### src/include/i4_defs.svh
// Widths, counts and fixed mode costs shared by the 4x4 intra mode picker

`ifndef I4_DEFS_SVH
`define I4_DEFS_SVH

// ------------------------------------------------------------------------
// Data widths
// ------------------------------------------------------------------------
`define I4_PIX_W      8
`define I4_SSE_W      20
`define I4_LAMBDA_W   16
`define I4_SCORE_W    32
`define I4_TOTAL_W    36

// ------------------------------------------------------------------------
// Counts
// ------------------------------------------------------------------------
`define I4_NUM_MODES  4
`define I4_NUM_BLK    16

// ------------------------------------------------------------------------
// Fixed mode costs, weighted by lambda
// ------------------------------------------------------------------------
`define I4_COST_DC    40
`define I4_COST_TM    1151
`define I4_COST_VE    1723
`define I4_COST_HE    1874

`endif

### src/rtl/i4_pkg.sv
// Types for the 4x4 intra mode picker: blocks, contexts, payloads, results

`include "i4_defs.svh"

package i4_pkg;

    // Mode number, also the index into a prediction set
    typedef enum logic [1:0] {
        MODE_DC = 2'd0,
        MODE_TM = 2'd1,
        MODE_VE = 2'd2,
        MODE_HE = 2'd3
    } i4_mode_t;

    // One 4x4 block, raster pixels or 32-bit rows
    typedef union packed {
        logic [15:0][`I4_PIX_W-1:0]  pix;
        logic [3:0][4*`I4_PIX_W-1:0] row;
    } blk4_u;

    typedef blk4_u [`I4_NUM_MODES-1:0] pred_set_t;

    typedef struct packed {
        logic [`I4_PIX_W-1:0]      top_left;
        logic [3:0][`I4_PIX_W-1:0] top;
        logic [3:0][`I4_PIX_W-1:0] left;
    } nbr_ctx_t;

    typedef struct packed {
        logic [255:0][`I4_PIX_W-1:0] src;
        logic [15:0][`I4_PIX_W-1:0]  top;
        logic [15:0][`I4_PIX_W-1:0]  left;
        logic [`I4_PIX_W-1:0]        top_left;
        logic [`I4_LAMBDA_W-1:0]     lambda;
    } mb_req_t;

    typedef struct packed {
        i4_mode_t                mode;
        logic [`I4_SCORE_W-1:0]  score;
        blk4_u                   blk;
    } eval_res_t;

endpackage

### src/rtl/i4_predict.sv
// 4x4 intra predictors
// Builds the DC, TM, VE and HE blocks from one neighbour context

`timescale 1ns/1ps

module i4_predict
    import i4_pkg::*;
(
    input  nbr_ctx_t  ctx_i,
    output pred_set_t pred_o
);

    logic [10:0] dc_sum;
    logic [7:0]  dc_pix;

    // left + top - top_left, clipped to the pixel range
    function automatic logic [7:0] tm_pix(
        input logic [7:0] l,
        input logic [7:0] t,
        input logic [7:0] tl
    );
        logic signed [9:0] v;
        logic [7:0]        res;
        v = $signed({2'b00, l}) + $signed({2'b00, t}) - $signed({2'b00, tl});
        if (v < 0) begin
            res = 8'd0;
        end else if (v > 10'sd255) begin
            res = 8'd255;
        end else begin
            res = v[7:0];
        end
        return res;
    endfunction

    // ------------------------------------------------------------------------
    // DC: rounded mean of four top and four left pixels
    // ------------------------------------------------------------------------
    always_comb begin
        dc_sum = 11'd4;
        for (int i = 0; i < 4; i++) begin
            dc_sum = dc_sum + ctx_i.top[i] + ctx_i.left[i];
        end
    end

    assign dc_pix = dc_sum[10:3];

    // ------------------------------------------------------------------------
    // Pixel-wise fill of all four predictions
    // ------------------------------------------------------------------------
    always_comb begin
        for (int y = 0; y < 4; y++) begin
            for (int x = 0; x < 4; x++) begin
                pred_o[MODE_DC].pix[4*y+x] = dc_pix;
                pred_o[MODE_TM].pix[4*y+x] = tm_pix(ctx_i.left[y], ctx_i.top[x],
                                                     ctx_i.top_left);
                // Columns copy top, rows copy left
                pred_o[MODE_VE].pix[4*y+x] = ctx_i.top[x];
                pred_o[MODE_HE].pix[4*y+x] = ctx_i.left[y];
            end
        end
    end

endmodule

### config.mk
export PLATFORM = sky130hd
export DESIGN_NAME = i4_predict
export DESIGN_NICKNAME = d
export VERILOG_FILES = /design/src/rtl/i4_pkg.sv /design/src/rtl/i4_predict.sv
export VERILOG_INCLUDE_DIRS = /design/src /design/src/include
export SDC_FILE = /design/constraint.sdc
export NUM_CORES = 1
export LEC_CHECK = 0
export BUFFER_PORTS_ARGS = -buffer_cell sky130_fd_sc_hd__buf_2
export CAP_MARGIN = 20
export CORE_AREA = 2 2 227 229
export DETAILED_ROUTE_END_ITERATION = 16
export DIE_AREA = 0 0 229 231
export PLACE_DENSITY = 0.58
export SKIP_LAST_GASP = 1
export SYNTH_ARGS = -nofsm -noshare
export SYNTH_HDL_FRONTEND = slang
export SYNTH_SLANG_ARGS = --single-unit
export TNS_END_PERCENT = 50
### constraint.sdc
create_clock -name vclk -period 15.1
set_input_delay 3.02 -clock vclk [all_inputs]
set_output_delay 3.02 -clock vclk [all_outputs]
set_load 0.03 [all_outputs]
# ---- Word-level counts from Yosys, hierarchy flattened
# Cells that the tools add are included.
# Widths: inputs -> output; s select.
dict set report op_classes {
  add_sub_neg 40
  order_cmp 32
  mux 32
}
# op count
set op_table {}
lappend op_table {{$mux 8} 32}
lappend op_table {{$gt 10x9->1 const B} 16}
lappend op_table {{$lt 10x1->1 const B} 16}
lappend op_table {{$sub 9x8->10} 16}
lappend op_table {{$add 8x8->9} 16}
lappend op_table {{$add 11x8->11} 5}
lappend op_table {{$add 10x8->11} 1}
lappend op_table {{$add 9x8->10} 1}
lappend op_table {{$add 3x8->9 const A} 1}
dict set report totals {
  ff_bits 0
  inputBits 72
  output_inout_bits 512
  word_cells 104
}

# ---- Logic depth before layout (Yosys ltp)
dict set report logic_depth {
  depth_word 8
  ltp_mapped 15
  depth_no_buf 14
}

# ---- Least setup slack after synthesis
# OpenSTA, ideal clock, no wires.
dict set report synth_timing {
  path_type {input to output}
  start {input port ctx_i[18] in the netlist's numbering}
  end {output port pred_o[101] in the netlist's numbering}
  arrival_ps 7877
  required_time_ps 12080
  slack_ps 4203
  stages 15
  path_buffers 1
  cell_sequence {inv_1 > fa_1 > inv_1 > fa_1 > fa_1 > inv_1 > fa_1 > inv_1 > ha_1 > nor4bb_1 > o2111a_1 > a21o_1 > a21oi_1 > xnor2_1 > buf_4}
}
# item line
set synth_rtl {}
lappend synth_rtl {{start, declared} i4_predict.sv:9} ;# input nbr_ctx_t ctx_i,
lappend synth_rtl {{end, declared} i4_predict.sv:10} ;# output pred_set_t pred_o

==> summary.md <==
| Metric | Value |
|---|---|
| Site row count | `83` |
| ANT nets after route | `0` |
| Synth warn | `0` |
| Area Overhead vs Synth | `5.72%` |
| Ranking of synthesized cells by area | `fa_1 23%, buf_4 19%, ha_1 12%` |
| DR pass1 iterations | `5` |
| Post-synthesis mux area share | `0.894%` |
| Die area | `0.0529 mm2` |
| Vias in the first global route | `12,771` |
| Sequential cell count | `0` |
| Fmax | `88.7 MHz` |
| Setup Fix Bufs, Post-CTS | `0` |
| Synth area leader | `fa_1` |
| DR DRC count | `0` |
| Post-synth top cells | `396 x inv_1, 377 x buf_4, 176 x fa_1, 141 x ha_1, 112 x nor2_1` |
| Synth Area per Inst | `7.69 um2` |
| Initial Utilization | `30.1%` |
| Share of layout cells above drive strength 1 | `28.7%` |
| Placed cell areas | `0.0161 mm2` |
| Mapped Area | `0.0153 mm2` |
| Worst rel slew slack | `35.3%` |
| Required @ worst endpoint | `12.08 ns` |
| Final net count | `2,567` |
| Synth Area in Compound Gates | `19.6%` |
| Worst setup SP type | `primary input` |
| Fillers | `5,506` |
| Total number of vias | `13,909` |
| # port buffers | `584` |
| Reg area | `0 um2` |
| Status | `completed` |
| Worst Path Max Fanout | `16` |
| Clk_buf instances | `0` |
| First-pass GRT wire length | `78,700 um` |
| Synth top area share | `23.1%` |
| Total grt overflow | `0` |
| Fin. max-slew vios | `0` |
| Post-synthesis sequential area ratio | `0%` |
| Fin crit period | `11.28 ns` |
| Classification of the worst setup path | `primary input to output port` |
| Least-Margin Pin Slew | `0.966 ns` |
| Die Y-Extent | `231 um` |
| Worst path slowest cell | `xor2_1` |
| Inst Count DP | `2,855` |
| Worst-path cell chain | `buf_2, inv_1, fa_1, inv_1, fa_1, fa_1, inv_1, fa_1, inv_1, ha_1, nor4bb_1, o2111a_1, nor4_1, nor2_1, xor2_1, buf_2` |
| Area taken by multi-input logic gates | `0.0108 mm2` |
| Initial antenna violation count | `0` |
| Worst min-delay path class | `primary input to output port` |
| Drt via density | `4.87` |
| Slowest stage delay, CP | `0.78 ns` |
| Largest family of logic cells by synthesized area | `adder cells` |
| Core Region | `0.0507 mm2` |
| Adder-Cell Fraction of Synth Area | `34.7%` |
| Sum of negative setup slack | `0 ns` |
| Post-CTS Hold Buffers | `0` |
| Post-Syn Instances | `1,984` |
| Cell with the most instances after synthesis | `inv_1` |
| DP Wirelength | `47,400 um` |
| WP buf/inv | `6` |
| RSZ-0062 raised after global routing | `no` |
| CP top delay family | `adder cells` |
| Cell variety after synth | `80` |
| Tcrit/Tclk final | `74.7%` |
| Drt wl/cell | `19.5 um` |
| Ant diodes | `0` |
| CP endpoint kind | `output port` |
| MaxCap Viol Count | `0` |
| Largest net degree at the start of global routing | `18` |
| Final Cell Area | `0.0161 mm2` |
| Routed wire length | `55,600 um` |
| Non-Filler Instances | `2,856` |
| Die W | `229 um` |
| Routability Congestion | `0.867` |
| Final hold vios | `0` |
| Endpoints failing setup | `0` |
| # resized after CTS | `0` |
| Crit path DAT | `8.26 ns` |
| WHS | `6.33 ns` |
| Initial drt markers | `829` |
| Simple-gate portion of the synthesized area | `12.0%` |
| Post-synthesis xor/xnor area fraction | `3.96%` |
| Mapped Nets | `2,373` |
| Aggregate global-route resource usage | `19.7%` |
| Ports | `584` |
-- placed cells by master (no fill, tap or decap), types with 12 or more instances in the layout --
cell	synthesis	layout
nor3_1	41	41
a211oi_1	50	50
nand2b_1	23	23
o21a_1	28	28
nand2_1	35	35
and2_1	14	14
a31oi_1	21	21
ha_1	141	141
a21oi_1	109	109
o21ai_0	65	65
nor2_1	112	112
o22ai_1	27	27
nor4_1	16	16
nand3_1	27	27
buf_2	5	584
xnor2_1	36	36
a21o_1	18	18
fa_1	176	176
nor3b_1	12	12
nor2b_1	23	23
xor2_1	33	33
inv_1	396	396
-- per-layer routing --
| layer | part of all wire (%) | global-route usage [%] |
|---|---|---|
| met1 | 44 | 26.0 |
| met3 | 5.8 | 2.24 |
| met5 | 0 | 0 |
| met2 | 48 | 34.4 |
| met4 | 2.5 | 4.36 |
-- final timing paths --
kind                   from     endpoint  slack [ns]  cells past startpoint
hold / removal     ctx_i[5]  pred_o[413]        6.33                      2
setup / recovery  ctx_i[18]   pred_o[38]        3.82                     16
-- cell families (layout without fill, tap and decap cells) --
logic type	Yosys count	in the layout
mux	13	13
compound gates	441	441
simple gates	354	354
buf+inv	790	982
xor+xnor	69	69
fa+ha+maj	317	317
-- per-stage QoR --
stage / setup slack [ns] / utilization, %
final: 3.82 / 31.8
after global routing: 3.40 / 31.8
after CTS: 3.79 / 31.8
after detailed placement: 3.79 / 31.8
after global placement: 3.96 / 31.8
after floorplan: 4.20 / -
-- area by class of cell --
| class | instances | area share (%) |
|---|---|---|
| timing repair buffer | 586 | 18.2 |
| inverter | 396 | 9.22 |
| tap | 680 | 5.28 |
| multi-input combinational | 1194 | 67.3 |
Power is left out: the tool's default activity adds up to more than one toggle a clock period on the data nets, which glitch-free logic cannot reach.
