`src/include/i4_defs.svh`:
```
// Widths, counts and fixed mode costs shared by the 4x4 intra mode picker

`ifndef I4_DEFS_SVH
`define I4_DEFS_SVH

// ------------------------------------------------------------------------
// Data widths
// ------------------------------------------------------------------------
`define I4_PIX_W      8
`define I4_SSE_W      20
`define I4_LAMBDA_W   16
`define I4_SCORE_W    32
`define I4_TOTAL_W    36

// ------------------------------------------------------------------------
// Counts
// ------------------------------------------------------------------------
`define I4_NUM_MODES  4
`define I4_NUM_BLK    16

// ------------------------------------------------------------------------
// Fixed mode costs, weighted by lambda
// ------------------------------------------------------------------------
`define I4_COST_DC    40
`define I4_COST_TM    1151
`define I4_COST_VE    1723
`define I4_COST_HE    1874

`endif

```
`src/rtl/i4_pkg.sv`:
```
// Types for the 4x4 intra mode picker: blocks, contexts, payloads, results

`include "i4_defs.svh"

package i4_pkg;

    // Mode number, also the index into a prediction set
    typedef enum logic [1:0] {
        MODE_DC = 2'd0,
        MODE_TM = 2'd1,
        MODE_VE = 2'd2,
        MODE_HE = 2'd3
    } i4_mode_t;

    // One 4x4 block, raster pixels or 32-bit rows
    typedef union packed {
        logic [15:0][`I4_PIX_W-1:0]  pix;
        logic [3:0][4*`I4_PIX_W-1:0] row;
    } blk4_u;

    typedef blk4_u [`I4_NUM_MODES-1:0] pred_set_t;

    typedef struct packed {
        logic [`I4_PIX_W-1:0]      top_left;
        logic [3:0][`I4_PIX_W-1:0] top;
        logic [3:0][`I4_PIX_W-1:0] left;
    } nbr_ctx_t;

    typedef struct packed {
        logic [255:0][`I4_PIX_W-1:0] src;
        logic [15:0][`I4_PIX_W-1:0]  top;
        logic [15:0][`I4_PIX_W-1:0]  left;
        logic [`I4_PIX_W-1:0]        top_left;
        logic [`I4_LAMBDA_W-1:0]     lambda;
    } mb_req_t;

    typedef struct packed {
        i4_mode_t                mode;
        logic [`I4_SCORE_W-1:0]  score;
        blk4_u                   blk;
    } eval_res_t;

endpackage

```
`src/rtl/i4_mode_eval.sv`:
```
// 4x4 mode evaluator
// Row-serial squared error for every mode, then rate-distortion score and best pick

`timescale 1ns/1ps
`include "i4_defs.svh"

module i4_mode_eval
    import i4_pkg::*;
(
    input  logic                    clk,
    input  logic                    rst_n,
    input  logic                    start_i,
    input  blk4_u                   src_i,
    input  pred_set_t               pred_i,
    input  logic [`I4_LAMBDA_W-1:0] lambda_i,
    output eval_res_t               res_o,
    output logic                    valid_o
);

    localparam logic [15:0] MODE_COST [`I4_NUM_MODES] = '{
        16'(`I4_COST_DC), 16'(`I4_COST_TM), 16'(`I4_COST_VE), 16'(`I4_COST_HE)
    };

    blk4_u                    src_q;
    pred_set_t                pred_q;
    logic [1:0]               row_q;
    logic                     acc_q;
    logic                     cmp_q;
    logic [`I4_SSE_W-1:0]     sse_q [`I4_NUM_MODES];
    logic [4*`I4_PIX_W-1:0]   src_row;
    logic [4*`I4_PIX_W-1:0]   pred_row [`I4_NUM_MODES];
    logic [`I4_SCORE_W-1:0]   score [`I4_NUM_MODES];
    logic [`I4_SCORE_W-1:0]   best_score;
    logic [1:0]               best_idx;

    function automatic logic [17:0] row_sse(
        input logic [3:0][7:0] a,
        input logic [3:0][7:0] b
    );
        logic [17:0] acc;
        logic [7:0]  d;
        acc = '0;
        for (int i = 0; i < 4; i++) begin
            d   = (a[i] > b[i]) ? a[i] - b[i] : b[i] - a[i];
            acc = acc + d * d;
        end
        return acc;
    endfunction

    // Row 0 comes straight from the inputs in the start cycle
    always_comb begin
        src_row = start_i ? src_i.row[0] : src_q.row[row_q];
        for (int m = 0; m < `I4_NUM_MODES; m++) begin
            pred_row[m] = start_i ? pred_i[m].row[0] : pred_q[m].row[row_q];
        end
    end

    always_ff @(posedge clk or negedge rst_n) begin
        if (!rst_n) begin
            acc_q   <= 1'b0;
            cmp_q   <= 1'b0;
            row_q   <= 2'd0;
            valid_o <= 1'b0;
        end else begin
            cmp_q   <= acc_q && (row_q == 2'd3);
            valid_o <= cmp_q;
            if (start_i) begin
                acc_q <= 1'b1;
                row_q <= 2'd1;
            end else if (acc_q) begin
                row_q <= row_q + 2'd1;
                if (row_q == 2'd3) begin
                    acc_q <= 1'b0;
                end
            end
        end
    end

    always_ff @(posedge clk) begin
        if (start_i) begin
            src_q  <= src_i;
            pred_q <= pred_i;
        end
        if (start_i || acc_q) begin
            for (int m = 0; m < `I4_NUM_MODES; m++) begin
                sse_q[m] <= (start_i ? '0 : sse_q[m]) +
                            `I4_SSE_W'(row_sse(src_row, pred_row[m]));
            end
        end
        if (cmp_q) begin
            res_o.mode  <= i4_mode_t'(best_idx);
            res_o.score <= best_score;
            res_o.blk   <= pred_q[best_idx];
        end
    end

    // ------------------------------------------------------------------------
    // Score = 256 * SSE + lambda * mode cost; ties keep the lower mode
    // ------------------------------------------------------------------------
    always_comb begin
        for (int m = 0; m < `I4_NUM_MODES; m++) begin
            score[m] = (`I4_SCORE_W'(sse_q[m]) << 8) +
                       `I4_SCORE_W'(lambda_i) * `I4_SCORE_W'(MODE_COST[m]);
        end
    end

    always_comb begin
        best_idx   = 2'd0;
        best_score = score[0];
        for (int m = 1; m < `I4_NUM_MODES; m++) begin
            if (score[m] < best_score) begin
                best_idx   = 2'(m);
                best_score = score[m];
            end
        end
    end

endmodule

```
`config.mk`:
```
export PLATFORM = sky130hd
export DESIGN_NAME = i4_mode_eval
export DESIGN_NICKNAME = d
export VERILOG_FILES = /design/src/rtl/i4_pkg.sv /design/src/rtl/i4_mode_eval.sv
export VERILOG_INCLUDE_DIRS = /design/src /design/src/include
export SDC_FILE = /design/constraint.sdc
export NUM_CORES = 2
export LEC_CHECK = 0
export BUFFER_PORTS_ARGS = -buffer_cell sky130_fd_sc_hd__buf_2
export CAP_MARGIN = 25
export CORE_ASPECT_RATIO = 0.7
export CORE_MARGIN = 2
export CORE_UTILIZATION = 53
export CTS_BUF_LIST = sky130_fd_sc_hd__clkbuf_4 sky130_fd_sc_hd__clkbuf_8
export DETAILED_ROUTE_END_ITERATION = 8
export PLACE_DENSITY = 0.72
export SLEW_MARGIN = 20
export SYNTH_ARGS = -nofsm -noshare
export SYNTH_HDL_FRONTEND = slang
export SYNTH_SLANG_ARGS = --single-unit
```
`constraint.sdc`:
```
create_clock -name clk -period 32.7 [get_ports clk]
set_clock_uncertainty 0.2 [all_clocks]
set_input_delay 6.54 -clock clk [delete_from_list [all_inputs] [get_ports clk]]
set_output_delay 6.54 -clock clk [all_outputs]
set_load 0.005 [all_outputs]
```
# Word level (Yosys, flattened, before mapping)
# Memories as Yosys holds them, arrays and structs flattened.
# Cells that the tools add are included.
[word_totals] register_bits=807 ram_bits=80 input_bits=659 wordCells=161 mem_count=1
[op_classes] add_sub_neg=53 n_mul=20 n_lt_le_gt_ge=21 n_eq_ne=1 mux=50 n_reduce_logical=3
[memory_table] name="sse_q" depth=4 word_bits=20 read_ports=4 rd_clocked_by_memory_dff=0 write_ports=4 line_no="i4_mode_eval.sv:29" rtl="logic [`I4_SSE_W-1:0] sse_q [`I4_NUM_MODES];"
[op_table] operator="two-way mux 32 bit" count=13
[op_table] operator="binary-select mux 32 bit (select 2 bit)" count=5
[op_table] operator="binary-select mux 128 bit (select 2 bit)" count=1
[op_table] operator="multiplier 8 x 8 -> 16 bit" count=16
[op_table] operator="subtractor 8 bit" count=32
[op_table] operator="> comparator 8 bit" count=16
[op_table] operator="two-way mux 128 bit" count=1
[op_table] operator="two-way mux 8 bit" count=16
[op_table] operator="adder 28 x 27 -> 29 bit" count=3
[op_table] operator="adder 20 x 18 -> 20 bit" count=4
[op_table] operator="two-way mux 20 bit" count=4
[op_table] operator="adder 17 x 16 -> 18 bit" count=4
[op_table] operator="adder 18 x 16 -> 18 bit" count=4
[op_table] operator="adder 16 x 16 -> 17 bit" count=4
[op_table] operator="less-than comparator 29 x 32 -> 1 bit" count=2
[op_table] operator="multiplier 16 x 11 -> 27 bit (second input constant)" count=2
[op_table] operator="adder 28 x 22 -> 29 bit" count=1
[op_table] operator="less-than comparator 29 bit" count=1
[op_table] operator="multiplier 16 x 10 -> 26 bit (second input constant)" count=1
[op_table] operator="multiplier 16 x 3 -> 19 bit (second input constant)" count=1
[op_table] operator="two-way mux 2 bit" count=4
[op_table] operator="less-than comparator 2 x 3 -> 1 bit (second input constant)" count=2
[op_table] operator="two-way mux 1 bit" count=6
[op_table] operator="adder 2 x 1 -> 2 bit (second input constant)" count=1
[op_table] operator="4 further kinds" count=4

# Depth between registers and ports, before layout
[depth] word_depth=10 depth_mapped=53

# Least setup slack after synthesis
# No wires, ideal clock.
[synth_path] path_kind="input to register" startpoint="in lambda_i[7]" endpoint="reg res_o[151] in the netlist's numbering (data pin)" setup_ns=0.260 arrival_time_ns=17.184 t_required_ns=32.240 setup_slack_ns=15.056 cell_stages=47 cell_sequence="fa_1 > inv_1 > fa_1 > fa_1 > inv_1 > fa_1 > inv_1 > fa_1 > inv_1 > ha_1 > nor4_1 > o21ai_0 > a2111o_1 > a31oi_1 > o211ai_1 > nand2_1 > xor2_1 > inv_1 > [... 11 more ...] > nand2_1 > nor4_1 > or2_2 > o41a_1 > clkbuf_1 > clkbuf_1 > nand2_1 > o21ai_0 > ha_1 > or3_1 > o21ai_0 > a21oi_1 > a311oi_1 > o21ai_0 > a31oi_2 > clkbuf_1 > buf_2 > mux2_2"
[synth_via] elab_chain_len=8 elab_cells_between_ends=14 classes_between="add/sub: 4; mul: 4; order compare: 3; mux: 3"
[synth_rtl] element="start, declared" line_no="i4_mode_eval.sv:15" rtl="input logic [`I4_LAMBDA_W-1:0] lambda_i,"
[synth_rtl] element="multiplier 16 x 11 -> 27 bit (no source line) or multiplier 16 x 3 -> 19 bit (tied branches)"
[synth_rtl] element="adder 28 x 27 -> 29 bit or adder 28 x 22 -> 29 bit (tied branches)" line_no="i4_mode_eval.sv:102" rtl="score[m] = (`I4_SCORE_W'(sse_q[m]) << 8) +"
[synth_rtl] element="less-than comparator 29 bit" line_no="i4_mode_eval.sv:111" rtl="if (score[m] < best_score) begin"
[synth_rtl] element="two-way mux 32 bit" line_no="i4_mode_eval.sv:111"
[synth_rtl] element="less-than comparator 29 x 32 -> 1 bit" line_no="i4_mode_eval.sv:111"
[synth_rtl] element="two-way mux 32 bit" line_no="i4_mode_eval.sv:111"
[synth_rtl] element="less-than comparator 29 x 32 -> 1 bit" line_no="i4_mode_eval.sv:111"
[synth_rtl] element="two-way mux 32 bit (*)" line_no="i4_mode_eval.sv:111"
[synth_rtl] element="net best_score[23]" line_no="i4_mode_eval.sv:33" rtl="logic [`I4_SCORE_W-1:0] best_score;"
[synth_rtl] element="end, declared" line_no="i4_mode_eval.sv:16" rtl="output eval_res_t res_o,"
# The timed path passes the listed nets; every way through them passes the cells marked *.
# A chain may end at the register's enable or synchronous reset.

# Worst setup path in the final report
[layout_path] startpoint="in lambda_i[9]" endpoint="reg res_o[52] in the netlist's numbering (data pin)"
[layout_via] elab_chain_len=10 elab_cells_between_ends=18 classes_between="add/sub: 4; mul: 4; order compare: 3; mux: 7"
[layout_rtl] element="multiplier 16 x 11 -> 27 bit (no source line) or multiplier 16 x 3 -> 19 bit (tied branches)"
[layout_rtl] element="adder 28 x 27 -> 29 bit or adder 28 x 22 -> 29 bit (tied branches)" line_no="i4_mode_eval.sv:102"
[layout_rtl] element="less-than comparator 29 bit" line_no="i4_mode_eval.sv:111"
[layout_rtl] element="two-way mux 32 bit" line_no="i4_mode_eval.sv:111"
[layout_rtl] element="less-than comparator 29 x 32 -> 1 bit" line_no="i4_mode_eval.sv:111"
[layout_rtl] element="two-way mux 32 bit" line_no="i4_mode_eval.sv:111"
[layout_rtl] element="less-than comparator 29 x 32 -> 1 bit" line_no="i4_mode_eval.sv:111"
[layout_rtl] element="two-way mux 2 bit (*)" line_no="i4_mode_eval.sv:111"
[layout_rtl] element="binary-select mux 128 bit (select 2 bit) (*)" line_no="i4_mode_eval.sv:93" rtl="res_o.blk <= pred_q[best_idx];"
[layout_rtl] element="two-way mux 128 bit (not written as such) (*)" line_no="i4_mode_eval.sv:93"
# Mark *: on every way between the ends. The rest lies on a longest branch, timed or not. The select of a mux whose other input is x is not followed.

==> metrics <==
status=complete, but fails checks; failing checks=antenna rules; CP Class=in -> reg; Initial Util=0.533; sequential fraction of the synthesis area=0.286; fin cells=12.0k; Ys Warns=0; die area=178000 µm²; drt drc=0; Pins Over Slew Limit=0; reg-to-reg endpoint=res_o[52]; drt total wl=around 330000 µm; post-synthesis register bit count=roughly 900; CP arrival=22270 ps; final-stage net count=roughly 12k; FILL cells=~15k; Tmin final=about 22000 ps; Synth Cell Area=92700 µm²; HP Class=reg -> reg; CTS tree=built; met2 wire len=around 140000 µm; setup violators final=0; GRT Resource Usage Total=0.367; achievable frequency=roughly 0.046 GHz; met3 WL post-DR=about 41000 µm; critical-path maximum fanout=79; hold_buf cts=0; pin count of the biggest net entering global routing=between 100 and 150; top cells by area, synth=edfxtp_1, fa_1, ha_1, inv_1, mux4_2; layout cells sized above 1=0.153; relative slew slack=0.253; Synth cell types=96; Crit-path slowest cell=buf_4; Worst EP required=33080 ps; RR Startpoint=sse_q[1][1]; initial antenna violation count=around 100; Synth Flop Type=edfxtp_1; drt first pass iters=7; # rows=128; Die Width=about 500 µm; Worst R2R Path Depth=42; io pins=~800; gr ovfl total=0; Worst-Skew Late Latency=approximately 940 ps; H-tree depth=4; Vias=roughly 70k; RD Place Congestion=roughly 1.1; max_cap viols=0; Root Driver=clkbuf_8; Worst setup SP type=input pin; HP Start=pred_q[414]; clk sinks=about 880; total CTS buffers=between 100 and 150; count of input and output buffers=818; crit path capture=res_o[52]; first-pass GRT wire length=around 480000 µm; post-route ant nets=1; top cell type by total area after synthesis=edfxtp_1; Yosys top cell area share=0.285; hpwl dp=277000 µm; Post-synth EDFFs=between 800 and 900; vias per cell=between 5 and 6; core area=around 170000 µm²; DR top layer=met5; Max clock buf depth=3; Post-CTS Setup Repair Bufs=0; number of gates resized after CTS=0; async set-reset flop share out of synthesis=0.00566; RSZ-0062 raised after global routing=no; setup TNS=0 ps; final hold violations=0; worst slew pin tran=around 1100 ps; Syn Inst Count=~8.6k; fin crit share=0.669; Die Y=approximately 350 µm; Slowest Stage Delay on Critical Path=just under 800 ps; R2R setup slack=16880 ps; Avg Inst Size Synth=between 10 and 15 µm²; wire per inst=~27 µm; Worst Setup SP=lambda_i[9]; WL met1=~130000 µm; initial drt markers=~8.6k; Critical Path End Type=flop; Layout area overhead=10.9%; clock slew at reported path FFs=60 ps; vias in the first global route=about 70k; Placed Cells incl. Taps=roughly 12k
[metal layers]
layer  up-vias  GRT usage
li1      30500          -
met1     34900      0.515
met2      4235      0.521
met3       610      0.121
met4        36      0.155
met5         -          0
[cells in the mapped netlist (37+ instances only)]
cell         n
nor3_1      50
nor2_1     477
nand3_1     56
nand2b_1    69
clkbuf_1   155
nor2b_1    106
or2_2       57
fa_1      1066
edfxtp_1   879
o21ai_0    208
ha_1       994
inv_1     1699
nand2_1    766
xor2_1      66
xnor2_1    197
a21o_1     115
a21oi_1    287
a211oi_1    39
o21a_1      38
mux2i_1    254
mux4_2     160
nand4_1     37
and2_1     173
o221ai_1   135
[cell families after synthesis]
group | share of synthesized area
XOR/XNOR | 0.0267
other | 0.0000405
AND/OR/NAND/NOR | 0.0945
AO/OA/AOI/OAI | 0.0793
adder cells (fa/ha/maj) | 0.364
buffers and inverters | 0.0791
flip-flops | 0.286
multiplexers | 0.0697
[sequential cells by signal, indices dropped and copies added (netlist names)]
name,flops
acc_q,1
cmp_q,1
pred_q,512
res_o,159
row_q,2
src_q,128
sse_q,80
valid_o,1
[cells in the final DEF, fill, tap and decap left out, drive strengths merged, types with 13 or more instances in the layout]
cell type,n
and3,34
o21a,38
mux2,28
a31oi,25
a21boi,23
mux2i,254
clkbuf,178
or2,63
or3,33
nand2b,69
mux4,160
o211ai,28
a211oi,40
o21bai,29
clkinv,60
diode,79
nand3,56
o21ai,222
nand4,37
o22ai,13
nor2,478
inv,1712
nand2,768
nor2b,106
fa,1066
edfxtp,879
o221ai,135
ha,994
o31ai,18
a21oi,288
a21o,115
buf,935
nor3,50
xor2,68
xnor2,205
and2,174
[worst min-delay path by stage]
stage                             to  cells past startpoint  slack [ps]
after floorplan            res_o[64]                      2         320
after global placement    res_o[101]                      2         340
after detailed placement   res_o[25]                      2         350
after CTS                  res_o[30]                      2         320
after global routing       res_o[30]                      2         360
final                      res_o[30]                      2         350
[layout make-up]
cell class	instances	area, µm²	area share
multi-input combinational	5781	59000	0.574
antenna	79	198	0.00192
timing repair buffer	936	5040	0.0490
clock buffer	177	2250	0.0219
inverter	1707	6410	0.0624
clock inverter	69	457	0.00444
sequential	884	26500	0.258
tap	2340	2930	0.0285
[metrics by stage]
stage	worst slack, ps	utilization	instance area, µm²	hold slack [ps]
floorplan	15060	-	92700	324
global placement	10500	0.575	99900	341
detailed placement	10350	0.575	99900	347
CTS	11290	0.590	103000	319
global route	9860	0.591	103000	361
finish	10810	0.592	103000	347
[critical path: cells and delay by family]
kind	cells	cell delay [ps]
and+or+nand+nor	8	2350
adders and majority gates	9	3650
muxes	1	300
xor gates and xnor gates	1	260
AOI/OAI and AO/OA	16	5590
buffers and inverters	11	3370
Power is left out: the tool's default activity adds up to more than one toggle a clock period on the data nets, which glitch-free logic cannot reach.
